[config.mk]
export PLATFORM = sky130hd
export DESIGN_NAME = wr_splitter
export DESIGN_NICKNAME = d
export VERILOG_FILES = /design/src/wr_splitter_pkg.sv /design/src/page_split_fsm.sv /design/src/ctrl_queue.sv /design/src/beat_framer.sv /design/src/wr_splitter.sv
export VERILOG_INCLUDE_DIRS = /design/src
export SDC_FILE = /design/constraint.sdc
export NUM_CORES = 1
export LEC_CHECK = 0
export BUFFER_PORTS_ARGS = -buffer_cell sky130_fd_sc_hd__buf_2
export CAP_MARGIN = 20
export CORE_MARGIN = 4
export CORE_UTILIZATION = 51
export DETAILED_ROUTE_END_ITERATION = 6
export PLACE_DENSITY = 0.74
export SLEW_MARGIN = 10
export SYNTH_ARGS = -nofsm -noshare
export SYNTH_HDL_FRONTEND = slang
export SYNTH_HIERARCHICAL = 1
export SYNTH_SLANG_ARGS = --single-unit
export TNS_END_PERCENT = 5
[constraint.sdc]
create_clock -name clk -period 8.8 [get_ports clk]
set_clock_uncertainty 0.1 [all_clocks]
set_input_delay 1.32 -clock clk [delete_from_list [all_inputs] [get_ports clk]]
set_output_delay 1.32 -clock clk [all_outputs]
set_load 0.02 [all_outputs]
[src/wr_splitter_defines.svh]
// Page, bus, length and queue size macros for the write splitter
`ifndef WR_SPLITTER_DEFINES_SVH
`define WR_SPLITTER_DEFINES_SVH

// --------------------
// Memory page
`define WS_PAGE_BYTES   4096    // Bytes per page

// --------------------
// Data bus
`define WS_DATA_W       128     // Beat width in bits
`define WS_BEAT_BYTES   16      // Bytes carried by one beat

// --------------------
// Address channel
`define WS_ADDR_W       64
`define WS_LEN_W        14      // Byte length of a request

// Beat count of one segment, a full page is 256 beats
`define WS_SEG_BEATS_W  9

// Segment control items in flight
`define WS_QUEUE_DEPTH  32

`endif

[src/wr_splitter_pkg.sv]
// Request, beat and segment control structs, FSM state enums
`include "wr_splitter_defines.svh"

package wr_splitter_pkg;

    // --------------------
    // Channel payloads

    // Address channel request or segment
    typedef struct packed {
        logic [`WS_ADDR_W-1:0] addr;   // Byte address
        logic [`WS_LEN_W-1:0]  len;    // Byte length
    } wr_req_t;

    // One data beat
    typedef struct packed {
        logic [`WS_DATA_W-1:0] data;
        logic                  last;   // End of burst
    } wr_beat_t;

    // --------------------
    // Address side to data side
    typedef struct packed {
        logic [`WS_SEG_BEATS_W-1:0] beats;      // Segment length in beats
        logic                       final_seg;  // Last segment of its request
    } seg_item_t;

    // --------------------
    // FSM states
    typedef enum logic [0:0] {
        SEG_IDLE,
        SEG_SPLIT
    } seg_state_t;

    typedef enum logic [0:0] {
        FRAME_IDLE,
        FRAME_RUN
    } frame_state_t;

endpackage

[src/page_split_fsm.sv]
// Address channel FSM cutting write requests into page-bounded segments
`timescale 1ns/1ns
`include "wr_splitter_defines.svh"

module page_split_fsm (
    input  logic                       clk,
    input  logic                       reset,
    input  wr_splitter_pkg::wr_req_t   req,
    input  logic                       req_valid,
    output logic                       req_ready,
    output wr_splitter_pkg::wr_req_t   seg,
    output logic                       seg_valid,
    input  logic                       seg_ready,
    output logic                       push,
    output wr_splitter_pkg::seg_item_t push_item,
    input  logic                       full
);
    import wr_splitter_pkg::*;

    localparam int ADDR_W      = `WS_ADDR_W;
    localparam int LEN_W       = `WS_LEN_W;
    localparam int SEG_BEATS_W = `WS_SEG_BEATS_W;
    localparam int OFFS_W      = $clog2(`WS_PAGE_BYTES);   // In-page offset bits
    localparam int BEAT_SHIFT  = $clog2(`WS_BEAT_BYTES);

    localparam logic [LEN_W-1:0] PAGE_LEN = LEN_W'(`WS_PAGE_BYTES);

    seg_state_t        state;
    seg_state_t        state_next;

    logic [ADDR_W-1:0] next_addr;   // Start of the following segment
    logic [LEN_W-1:0]  rem_len;     // Bytes of the request not yet emitted
    logic [LEN_W-1:0]  page_left;   // Bytes up to the end of the request's page
    logic [ADDR_W-1:0] cur_addr;
    logic [LEN_W-1:0]  cur_len;
    logic              last_seg;

    // --------------------
    // Current segment
    always_comb begin
        page_left = PAGE_LEN - LEN_W'(req.addr[OFFS_W-1:0]);

        case (state)
            SEG_IDLE: begin
                // First segment goes out with the request itself
                cur_addr  = req.addr;
                cur_len   = (req.len < page_left) ? req.len : page_left;
                last_seg  = (req.len <= page_left);
                seg_valid = req_valid && !full;
            end
            SEG_SPLIT: begin
                cur_addr  = next_addr;   // Page aligned from here on
                cur_len   = (rem_len < PAGE_LEN) ? rem_len : PAGE_LEN;
                last_seg  = (rem_len <= PAGE_LEN);
                seg_valid = !full;
            end
            default: begin
                cur_addr  = req.addr;
                cur_len   = req.len;
                last_seg  = 1'b1;
                seg_valid = 1'b0;
            end
        endcase

        seg.addr  = cur_addr;
        seg.len   = cur_len;
        push      = seg_valid && seg_ready;   // One control item per segment
        req_ready = (state == SEG_IDLE) && seg_ready && !full;

        push_item.beats     = cur_len[BEAT_SHIFT +: SEG_BEATS_W];
        push_item.final_seg = last_seg;
    end

    // --------------------
    // State transitions
    always_comb begin
        state_next = state;
        if (push) begin
            state_next = last_seg ? SEG_IDLE : SEG_SPLIT;
        end
    end

    always_ff @(posedge clk) begin
        if (reset) begin
            state <= SEG_IDLE;
        end else begin
            state <= state_next;
        end
    end

    // Advance past the emitted segment
    always_ff @(posedge clk) begin
        if (push) begin
            next_addr <= cur_addr + ADDR_W'(cur_len);
            rem_len   <= ((state == SEG_IDLE) ? req.len : rem_len) - cur_len;
        end
    end

    // --------------------
    // Checks

    // Beat-granular requests only
    a_req_aligned: assert property (
        @(posedge clk) disable iff (reset)
        req_valid |-> (req.addr[BEAT_SHIFT-1:0] == '0) && (req.len[BEAT_SHIFT-1:0] == '0)
    ) else $error("%t: request not aligned to %0d bytes", $time, `WS_BEAT_BYTES);

    a_req_nonzero: assert property (
        @(posedge clk) disable iff (reset)
        req_valid |-> (req.len != '0)
    ) else $error("%t: zero-length request", $time);

endmodule

[src/ctrl_queue.sv]
// Synchronous FIFO of segment control items
`timescale 1ns/1ns
`include "wr_splitter_defines.svh"

module ctrl_queue (
    input  logic                       clk,
    input  logic                       reset,
    input  logic                       push,
    input  wr_splitter_pkg::seg_item_t push_item,
    input  logic                       pop,
    output wr_splitter_pkg::seg_item_t head,
    output logic                       full,
    output logic                       empty
);
    import wr_splitter_pkg::*;

    localparam int DEPTH = `WS_QUEUE_DEPTH;
    localparam int PTR_W = $clog2(DEPTH);

    localparam logic [PTR_W:0] FULL_COUNT = DEPTH[PTR_W:0];

    seg_item_t        mem [DEPTH];

    logic [PTR_W-1:0] wr_ptr;
    logic [PTR_W-1:0] rd_ptr;
    logic [PTR_W:0]   count;   // Occupancy from 0 to DEPTH
    logic             do_push;
    logic             do_pop;

    assign do_push = push && !full;
    assign do_pop  = pop && !empty;

    assign full  = (count == FULL_COUNT);
    assign empty = (count == '0);
    assign head  = mem[rd_ptr];   // Oldest item

    // --------------------
    // Storage
    always_ff @(posedge clk) begin
        if (do_push) begin
            mem[wr_ptr] <= push_item;
        end
    end

    // --------------------
    // Pointers and count
    always_ff @(posedge clk) begin
        if (reset) begin
            wr_ptr <= '0;
            rd_ptr <= '0;
            count  <= '0;
        end else begin
            if (do_push) begin
                wr_ptr <= wr_ptr + 1'b1;   // Wraps at DEPTH
            end
            if (do_pop) begin
                rd_ptr <= rd_ptr + 1'b1;
            end
            case ({do_push, do_pop})
                2'b10:   count <= count + 1'b1;
                2'b01:   count <= count - 1'b1;
                default: count <= count;
            endcase
        end
    end

    // Address side holds off while the queue is full
    a_push_room: assert property (
        @(posedge clk) disable iff (reset)
        push |-> !full
    ) else $error("%t: push into full control queue", $time);

    // Data side may only close a segment that the address side issued
    a_pop_nonempty: assert property (
        @(posedge clk) disable iff (reset)
        pop |-> !empty
    ) else $error("%t: pop from empty control queue", $time);

endmodule

[src/beat_framer.sv]
// Data channel beat counter forwarding beats and marking segment ends
`timescale 1ns/1ns
`include "wr_splitter_defines.svh"

module beat_framer (
    input  logic                       clk,
    input  logic                       reset,
    input  wr_splitter_pkg::seg_item_t head,
    input  logic                       empty,
    output logic                       pop,
    input  wr_splitter_pkg::wr_beat_t  din,
    input  logic                       din_valid,
    output logic                       din_ready,
    output wr_splitter_pkg::wr_beat_t  dout,
    output logic                       dout_valid,
    input  logic                       dout_ready
);
    import wr_splitter_pkg::*;

    localparam int SEG_BEATS_W = `WS_SEG_BEATS_W;

    localparam logic [SEG_BEATS_W-1:0] ONE_BEAT = SEG_BEATS_W'(1);

    frame_state_t           state;
    frame_state_t           state_next;

    logic [SEG_BEATS_W-1:0] beat_cnt;   // Beats left in the running segment
    logic                   seg_end;    // Current beat closes the segment
    logic                   fire;

    // --------------------
    // Beat path
    always_comb begin
        // Count comes from the queue head until the first beat is taken
        if (state == FRAME_IDLE) begin
            seg_end = (head.beats == ONE_BEAT);
        end else begin
            seg_end = (beat_cnt == ONE_BEAT);
        end

        dout.data  = din.data;   // Unchanged
        dout.last  = seg_end;
        dout_valid = din_valid && !empty;
        din_ready  = dout_ready && !empty;

        fire = dout_valid && dout_ready;
        pop  = fire && seg_end;   // Segment done, drop its item
    end

    // --------------------
    // State and counter
    always_comb begin
        state_next = state;
        if (fire) begin
            state_next = seg_end ? FRAME_IDLE : FRAME_RUN;
        end
    end

    always_ff @(posedge clk) begin
        if (reset) begin
            state    <= FRAME_IDLE;
            beat_cnt <= '0;
        end else begin
            state <= state_next;
            if (fire) begin
                // Load on the first beat, count down afterwards
                beat_cnt <= ((state == FRAME_IDLE) ? head.beats : beat_cnt) - 1'b1;
            end
        end
    end

    // --------------------
    // Checks

    // Source burst ends only where the final segment of its request ends
    a_din_last: assert property (
        @(posedge clk) disable iff (reset)
        fire |-> (din.last == (seg_end && head.final_seg))
    ) else $error("%t: din.last off the final segment boundary", $time);

endmodule

[src/wr_splitter.sv]
// Top level of the 4 KiB page write splitter
`timescale 1ns/1ns

module wr_splitter (
    input  logic                      clk,
    input  logic                      reset,

    // Requests in
    input  wr_splitter_pkg::wr_req_t  req,
    input  logic                      req_valid,
    output logic                      req_ready,

    // Page-bounded segments out
    output wr_splitter_pkg::wr_req_t  seg,
    output logic                      seg_valid,
    input  logic                      seg_ready,

    // Data in
    input  wr_splitter_pkg::wr_beat_t din,
    input  logic                      din_valid,
    output logic                      din_ready,

    // Data out, one burst per segment
    output wr_splitter_pkg::wr_beat_t dout,
    output logic                      dout_valid,
    input  logic                      dout_ready
);
    import wr_splitter_pkg::*;

    // --------------------
    // Control queue wires
    seg_item_t push_item;
    seg_item_t head;
    logic      push;
    logic      pop;
    logic      full;
    logic      empty;

    page_split_fsm u_split (
        .clk       (clk),
        .reset     (reset),
        .req       (req),
        .req_valid (req_valid),
        .req_ready (req_ready),
        .seg       (seg),
        .seg_valid (seg_valid),
        .seg_ready (seg_ready),
        .push      (push),
        .push_item (push_item),
        .full      (full)
    );

    ctrl_queue u_queue (
        .clk       (clk),
        .reset     (reset),
        .push      (push),
        .push_item (push_item),
        .pop       (pop),
        .head      (head),
        .full      (full),
        .empty     (empty)
    );

    beat_framer u_framer (
        .clk        (clk),
        .reset      (reset),
        .head       (head),
        .empty      (empty),
        .pop        (pop),
        .din        (din),
        .din_valid  (din_valid),
        .din_ready  (din_ready),
        .dout       (dout),
        .dout_valid (dout_valid),
        .dout_ready (dout_ready)
    );

endmodule

# After elaboration in Yosys (flattened, before gate mapping)
# Memory sizes are Yosys's and may differ from the RTL's. A register that Yosys moved wholly into a read port is not among the register bits.
# Cells that the tools add are included.
# word_totals
input_bits,213
mem_count,1
ramBits,320
output_inout_bits,211
register_bits,105
# op_classes
muxes,16
n_addsub,8
n_eq_ne,5
n_bitwise,1
reduce_logical,14
n_lt_le_gt_ge,4
# mem_list
name,words,width,rd,rd_ports_with_merged_regs,wr,line,rtl
u_queue.mem,32,10,1,1,1,ctrl_queue.sv:22,seg_item_t mem [DEPTH];
# ops
op,count
64-bit case mux with 2 select lines,1
64-bit by 14-bit adder with 64-bit output,1
14-bit two-way mux,3
14-bit case mux with 2 select lines,1
"9-bit by 1-bit equality test with 1-bit output, second input constant",2
"14-bit by 13-bit less-or-equal comparator with 1-bit output, second input constant",1
14-bit less-or-equal comparator,1
"14-bit by 13-bit less-than comparator with 1-bit output, second input constant",1
14-bit less-than comparator,1
"13-bit by 12-bit subtractor with 14-bit output, first input constant",1
14-bit subtractor,1
6-bit case mux with 2 select lines,1
"5-bit by 1-bit adder with 5-bit output, second input constant",2
1-bit logical AND,10
5-bit two-way mux,2
9-bit two-way mux,1
"9-bit by 1-bit subtractor with 9-bit output, second input constant",1
"6-bit by 1-bit adder with 6-bit output, second input constant",1
"6-bit equality test, second input constant",1
6-bit logical NOT,1
"6-bit by 1-bit subtractor with 6-bit output, second input constant",1
1-bit two-way mux,5
1-bit case mux with 2 select lines,2
"2-bit by 1-bit equality test with 1-bit output, second input constant",1
4 further kinds,5

# Logic depth before layout (Yosys ltp)
# logic_depth
word_depth,8
depth_mapped,28
ltp_nobuf,26

# By module
# Netlist, hierarchy kept.
# by_module_without_submodules
module,area_each_um2,instances,cells_per_inst
ctrl_queue,13451.7,1,736
page_split_fsm,7314.5,1,769
beat_framer,1794.2,1,234

# Worst setup path after synthesis
# OpenSTA, ideal clock, no wires.
# synth_timing
path_type,input to register
start,in req[14] (netlist name)
end,reg u_split.next_addr[54] (data pin)
cell_stages,27
arrival_time_ps,7979
slack_ps,458
path_buffers,2
path_cell_list,inv_1 ha_1 or3b_1 clkbuf_1 xnor2_1 ha_1 a21oi_1 nand2_1 a221o_1 and3_1 a221oi_4 o21a_1 buf_1 a21oi_1 o21ai_0 ha_1 a21o_1 a21o_1 a21o_1 a21o_1 a21o_1 a21o_1 a21o_1 nand3_1 o31ai_4 nor3b_2 xor2_1
# synth_rtl
element,line,rtl
"start, declared",wr_splitter.sv:9,"input wr_splitter_pkg::wr_req_t req,"
"end signal, assigned",page_split_fsm.sv:94,next_addr <= cur_addr + ADDR_W'(cur_len);
"end, declared",page_split_fsm.sv:31,logic [ADDR_W-1:0] next_addr;

# Worst setup path in the final report
# layout_timing
start,in req[16] (netlist name)
end,reg u_split.next_addr[51] (data pin)
# layout_between
elab_chain_len,5
elab_cells_between_ends,6
classes_between,add/sub: 2; order compare: 1; mux: 3
# layout_rtl
element,line,rtl
13-bit by 12-bit subtractor with 14-bit output,page_split_fsm.sv:41,page_left = PAGE_LEN - LEN_W'(req.addr[OFFS_W-1:0]);
14-bit less-than comparator,page_split_fsm.sv:47,cur_len = (req.len < page_left) ? req.len : page_left;
14-bit two-way mux,page_split_fsm.sv:47,
14-bit case mux with 2 select lines,page_split_fsm.sv:43,case (state)
64-bit by 14-bit adder with 64-bit output *,page_split_fsm.sv:94,
# Every way passes the cells marked *; elsewhere a longest branch is shown, timed or not.
# A chain may end at the register's enable or synchronous reset.

==> flow_summary_export.csv <==
group,metric,value,unit
outcome,outcome,"complete, no violations",
global_route,overflow,0,
worst_setup_path,cp.arrival,7.52,ns
cts,clockRootBuffer,"clkbuf_16",
floorplan,core_area,41100,sq um
timing,post-route-period-util,0.832,
final_layout,n_antenna_cell,0,
cts,cts_resized,0,
timing,tightestPinTransition,1.09,ns
synthesis,yosysWarnings,6,
flow_run,drv_cap,0,
drt,antenna_left,0,
floorplan,die_w,213,um
worst_setup_path,r2r_setup_slack,2.49,ns
power,p_comb_frac,0.150,
placed_design,placedInstanceArea,21600,sq um
cts,cts.path.max_buffers,3,
cts,cts_inserted_buffers,42,
power,p_clk_frac,0.370,
final_layout,drive_above_1_share,0.213,
global_route,grt_pass1_vias,13512,
placed_design,port_buffers,165,
global_route,antenna_found_initial,4,
worst_setup_path,reg2reg_to,"u_queue/count[4]",
drt,drt-initial-drc-count,991,
worst_setup_path,endpoint,"u_split/next_addr[51]",
worst_setup_path,cp.required,8.99,ns
final_layout,area_delta_synth_final,7.50,%
global_route,grt_pass1_wl,75600,um
timing,setup_tns,0,ns
worst_setup_path,reg2reg_depth,17,
power,p_seq_frac,0.481,
drt,drc,0,
drt,wl_per_cell,21.9,um
worst_setup_path,end_kind,"register",
floorplan,dieArea,45200,sq um
synthesis,syn_area,21400,sq um
synthesis,postSynthCellCount,1685,
cts,cts_max_level,2,
cts,path_clk_slew,0.06,ns
power,p_sw_frac,0.257,
cts,ctsHoldBuffers,0,
timing,rsz0062_at_grt,"false",
placed_design,hpwl,34300,um
timing,maxSlewHeadroom,0.271,
timing,fmax,137,MHz
final_layout,layout_common_cells,"edfxtp_1, buf_2, mux2i_1",
drt,routed_wl,49600,um
timing,setup-violations-final,0,
floorplan,ios,424,
drt,vias,13600,
floorplan,start_util,0.520,
power,leakage,7.95,nW
drt,viasPerCell,6.02,
power,powerDensity,200,nW/um^2
final_layout,num-nets-final,1958,
worst_setup_path,start_kind,"primary input",
synthesis,syn_avg_cell_area,12.7,sq um
worst_hold_path,worstHoldPathType,"register to register",
timing,period_needed,7.32,ns
timing,maxSlewViolCount,0,
final_layout,finalInstanceArea,23000,sq um
cts,cts_num_sinks,398,
floorplan,placementRows,74,
drt,firstDrtPassIters,5,
cts,clk_latency,0.56,ns
power,irDropWorstVdd,0.140,mV
power,p_int,0.00342,W
cts,post-cts-setup-buffers,0,
timing,finalHoldViolCount,0,
worst_setup_path,cp-startpoint,"req[16]",
floorplan,die_y,213,um
worst_setup_path,critPathMaxFanout,14,
global_route,gr-usage-all-layers,0.214,
power,p_switching,0.00118,W
final_layout,final_common_cell,"edfxtp_1",
cts,cts_tree,"built",
worst_setup_path,critPathKind,"primary input to register",
placed_design,gp_congestion,0.926,
global_route,grt_max_degree,78,
## final cells by class
class / count / area (sq um)
multi-input combinational: 1007 / 8120
timing repair buffer: 182 / 966
fill: 3340 / 18100
clock inverter: 12 / 180
inverter: 69 / 260
sequential: 398 / 11600
tap: 532 / 666
clock buffer: 61 / 1130
## power groups by stage
| stage | combinational (W) | sequential (W) | clock (W) |
|---|---|---|---|
| after floorplan | 0.000582 | 0.00223 | 0 |
| after global placement | 0.000668 | 0.00225 | 0 |
| after detailed placement | 0.000686 | 0.00225 | 0 |
| after CTS | 0.000689 | 0.00221 | 0.00173 |
| after global routing | 0.000754 | 0.00221 | 0.00181 |
| final | 0.000689 | 0.00221 | 0.00170 |
## routing by layer
metal	wire, um	vias to the layer above	part of all wire	global-route usage
met5	39	-	0.00079	0.00539
met4	1590	6	0.032	0.0786
met1	20000	6700	0.40	0.271
met3	4110	121	0.083	0.0635
met2	23800	529	0.48	0.350
li1	-	6244	-	-
## how the worst min path moves through the flow
| stage | from | end | slack (ns) | depth (start not counted) |
|---|---|---|---|---|
| 4_1_cts | u_framer/beat_cnt[0] | u_framer/beat_cnt[0] | 0.39 | 2 |
| 6_report | u_framer/beat_cnt[0] | u_framer/beat_cnt[0] | 0.39 | 2 |
| 3_3_place_gp | u_framer/beat_cnt[0] | u_framer/beat_cnt[0] | 0.37 | 2 |
| 2_1_floorplan | u_framer/beat_cnt[0] | u_framer/beat_cnt[0] | 0.36 | 2 |
| 5_1_grt | u_framer/beat_cnt[0] | u_framer/beat_cnt[0] | 0.41 | 2 |
| 3_5_place_dp | u_framer/beat_cnt[0] | u_framer/beat_cnt[0] | 0.38 | 2 |
## through the flow
step / hold WS (ns) / std cells / setup WS [ns] / total power (W) / util
final: 0.391 / 2261 / 1.48 / 0.00460 / 0.559
after global routing: 0.408 / 2261 / 1.04 / 0.00478 / 0.559
after CTS: 0.388 / 2261 / 1.59 / 0.00463 / 0.559
after detailed placement: 0.381 / 2188 / 1.05 / 0.00293 / 0.527
after global placement: 0.371 / 2188 / 1.15 / 0.00291 / 0.527
after floorplan: 0.359 / 1686 / 0.458 / 0.00281 / -
## worst max-delay path, cell delays in order
cell and delay (ns):
buf_2 0.13, or4_1 0.72, nor2_1 0.18, xor2_1 0.21
ha_1 0.28, and4_1 0.20, a221o_1 0.31, and3_1 0.20
a221oi_4 0.47, o21a_1 0.47, and2_1 0.19, a31oi_1 0.05
o21a_1 0.24, inv_1 0.11, ha_1 0.26, a21o_1 0.22
nor2_1 0.07, o21ai_0 0.15, a21oi_1 0.11, nor2b_1 0.33
nand3_1 0.17, o41ai_2 0.70, nand4_1 0.22, xnor2_1 0.17
## registers in the layout, summed over array words and instances (netlist names), named ones only
register,flops
u_split/next_addr,64
u_queue/wr_ptr,5
u_framer/beat_cnt,9
u_queue/rd_ptr,5
u_queue/mem,288
u_split/state,1
u_framer/state,1
u_queue/count,6
u_split/rem_len,14
Note: power is estimated with default switching activity, not from simulation.
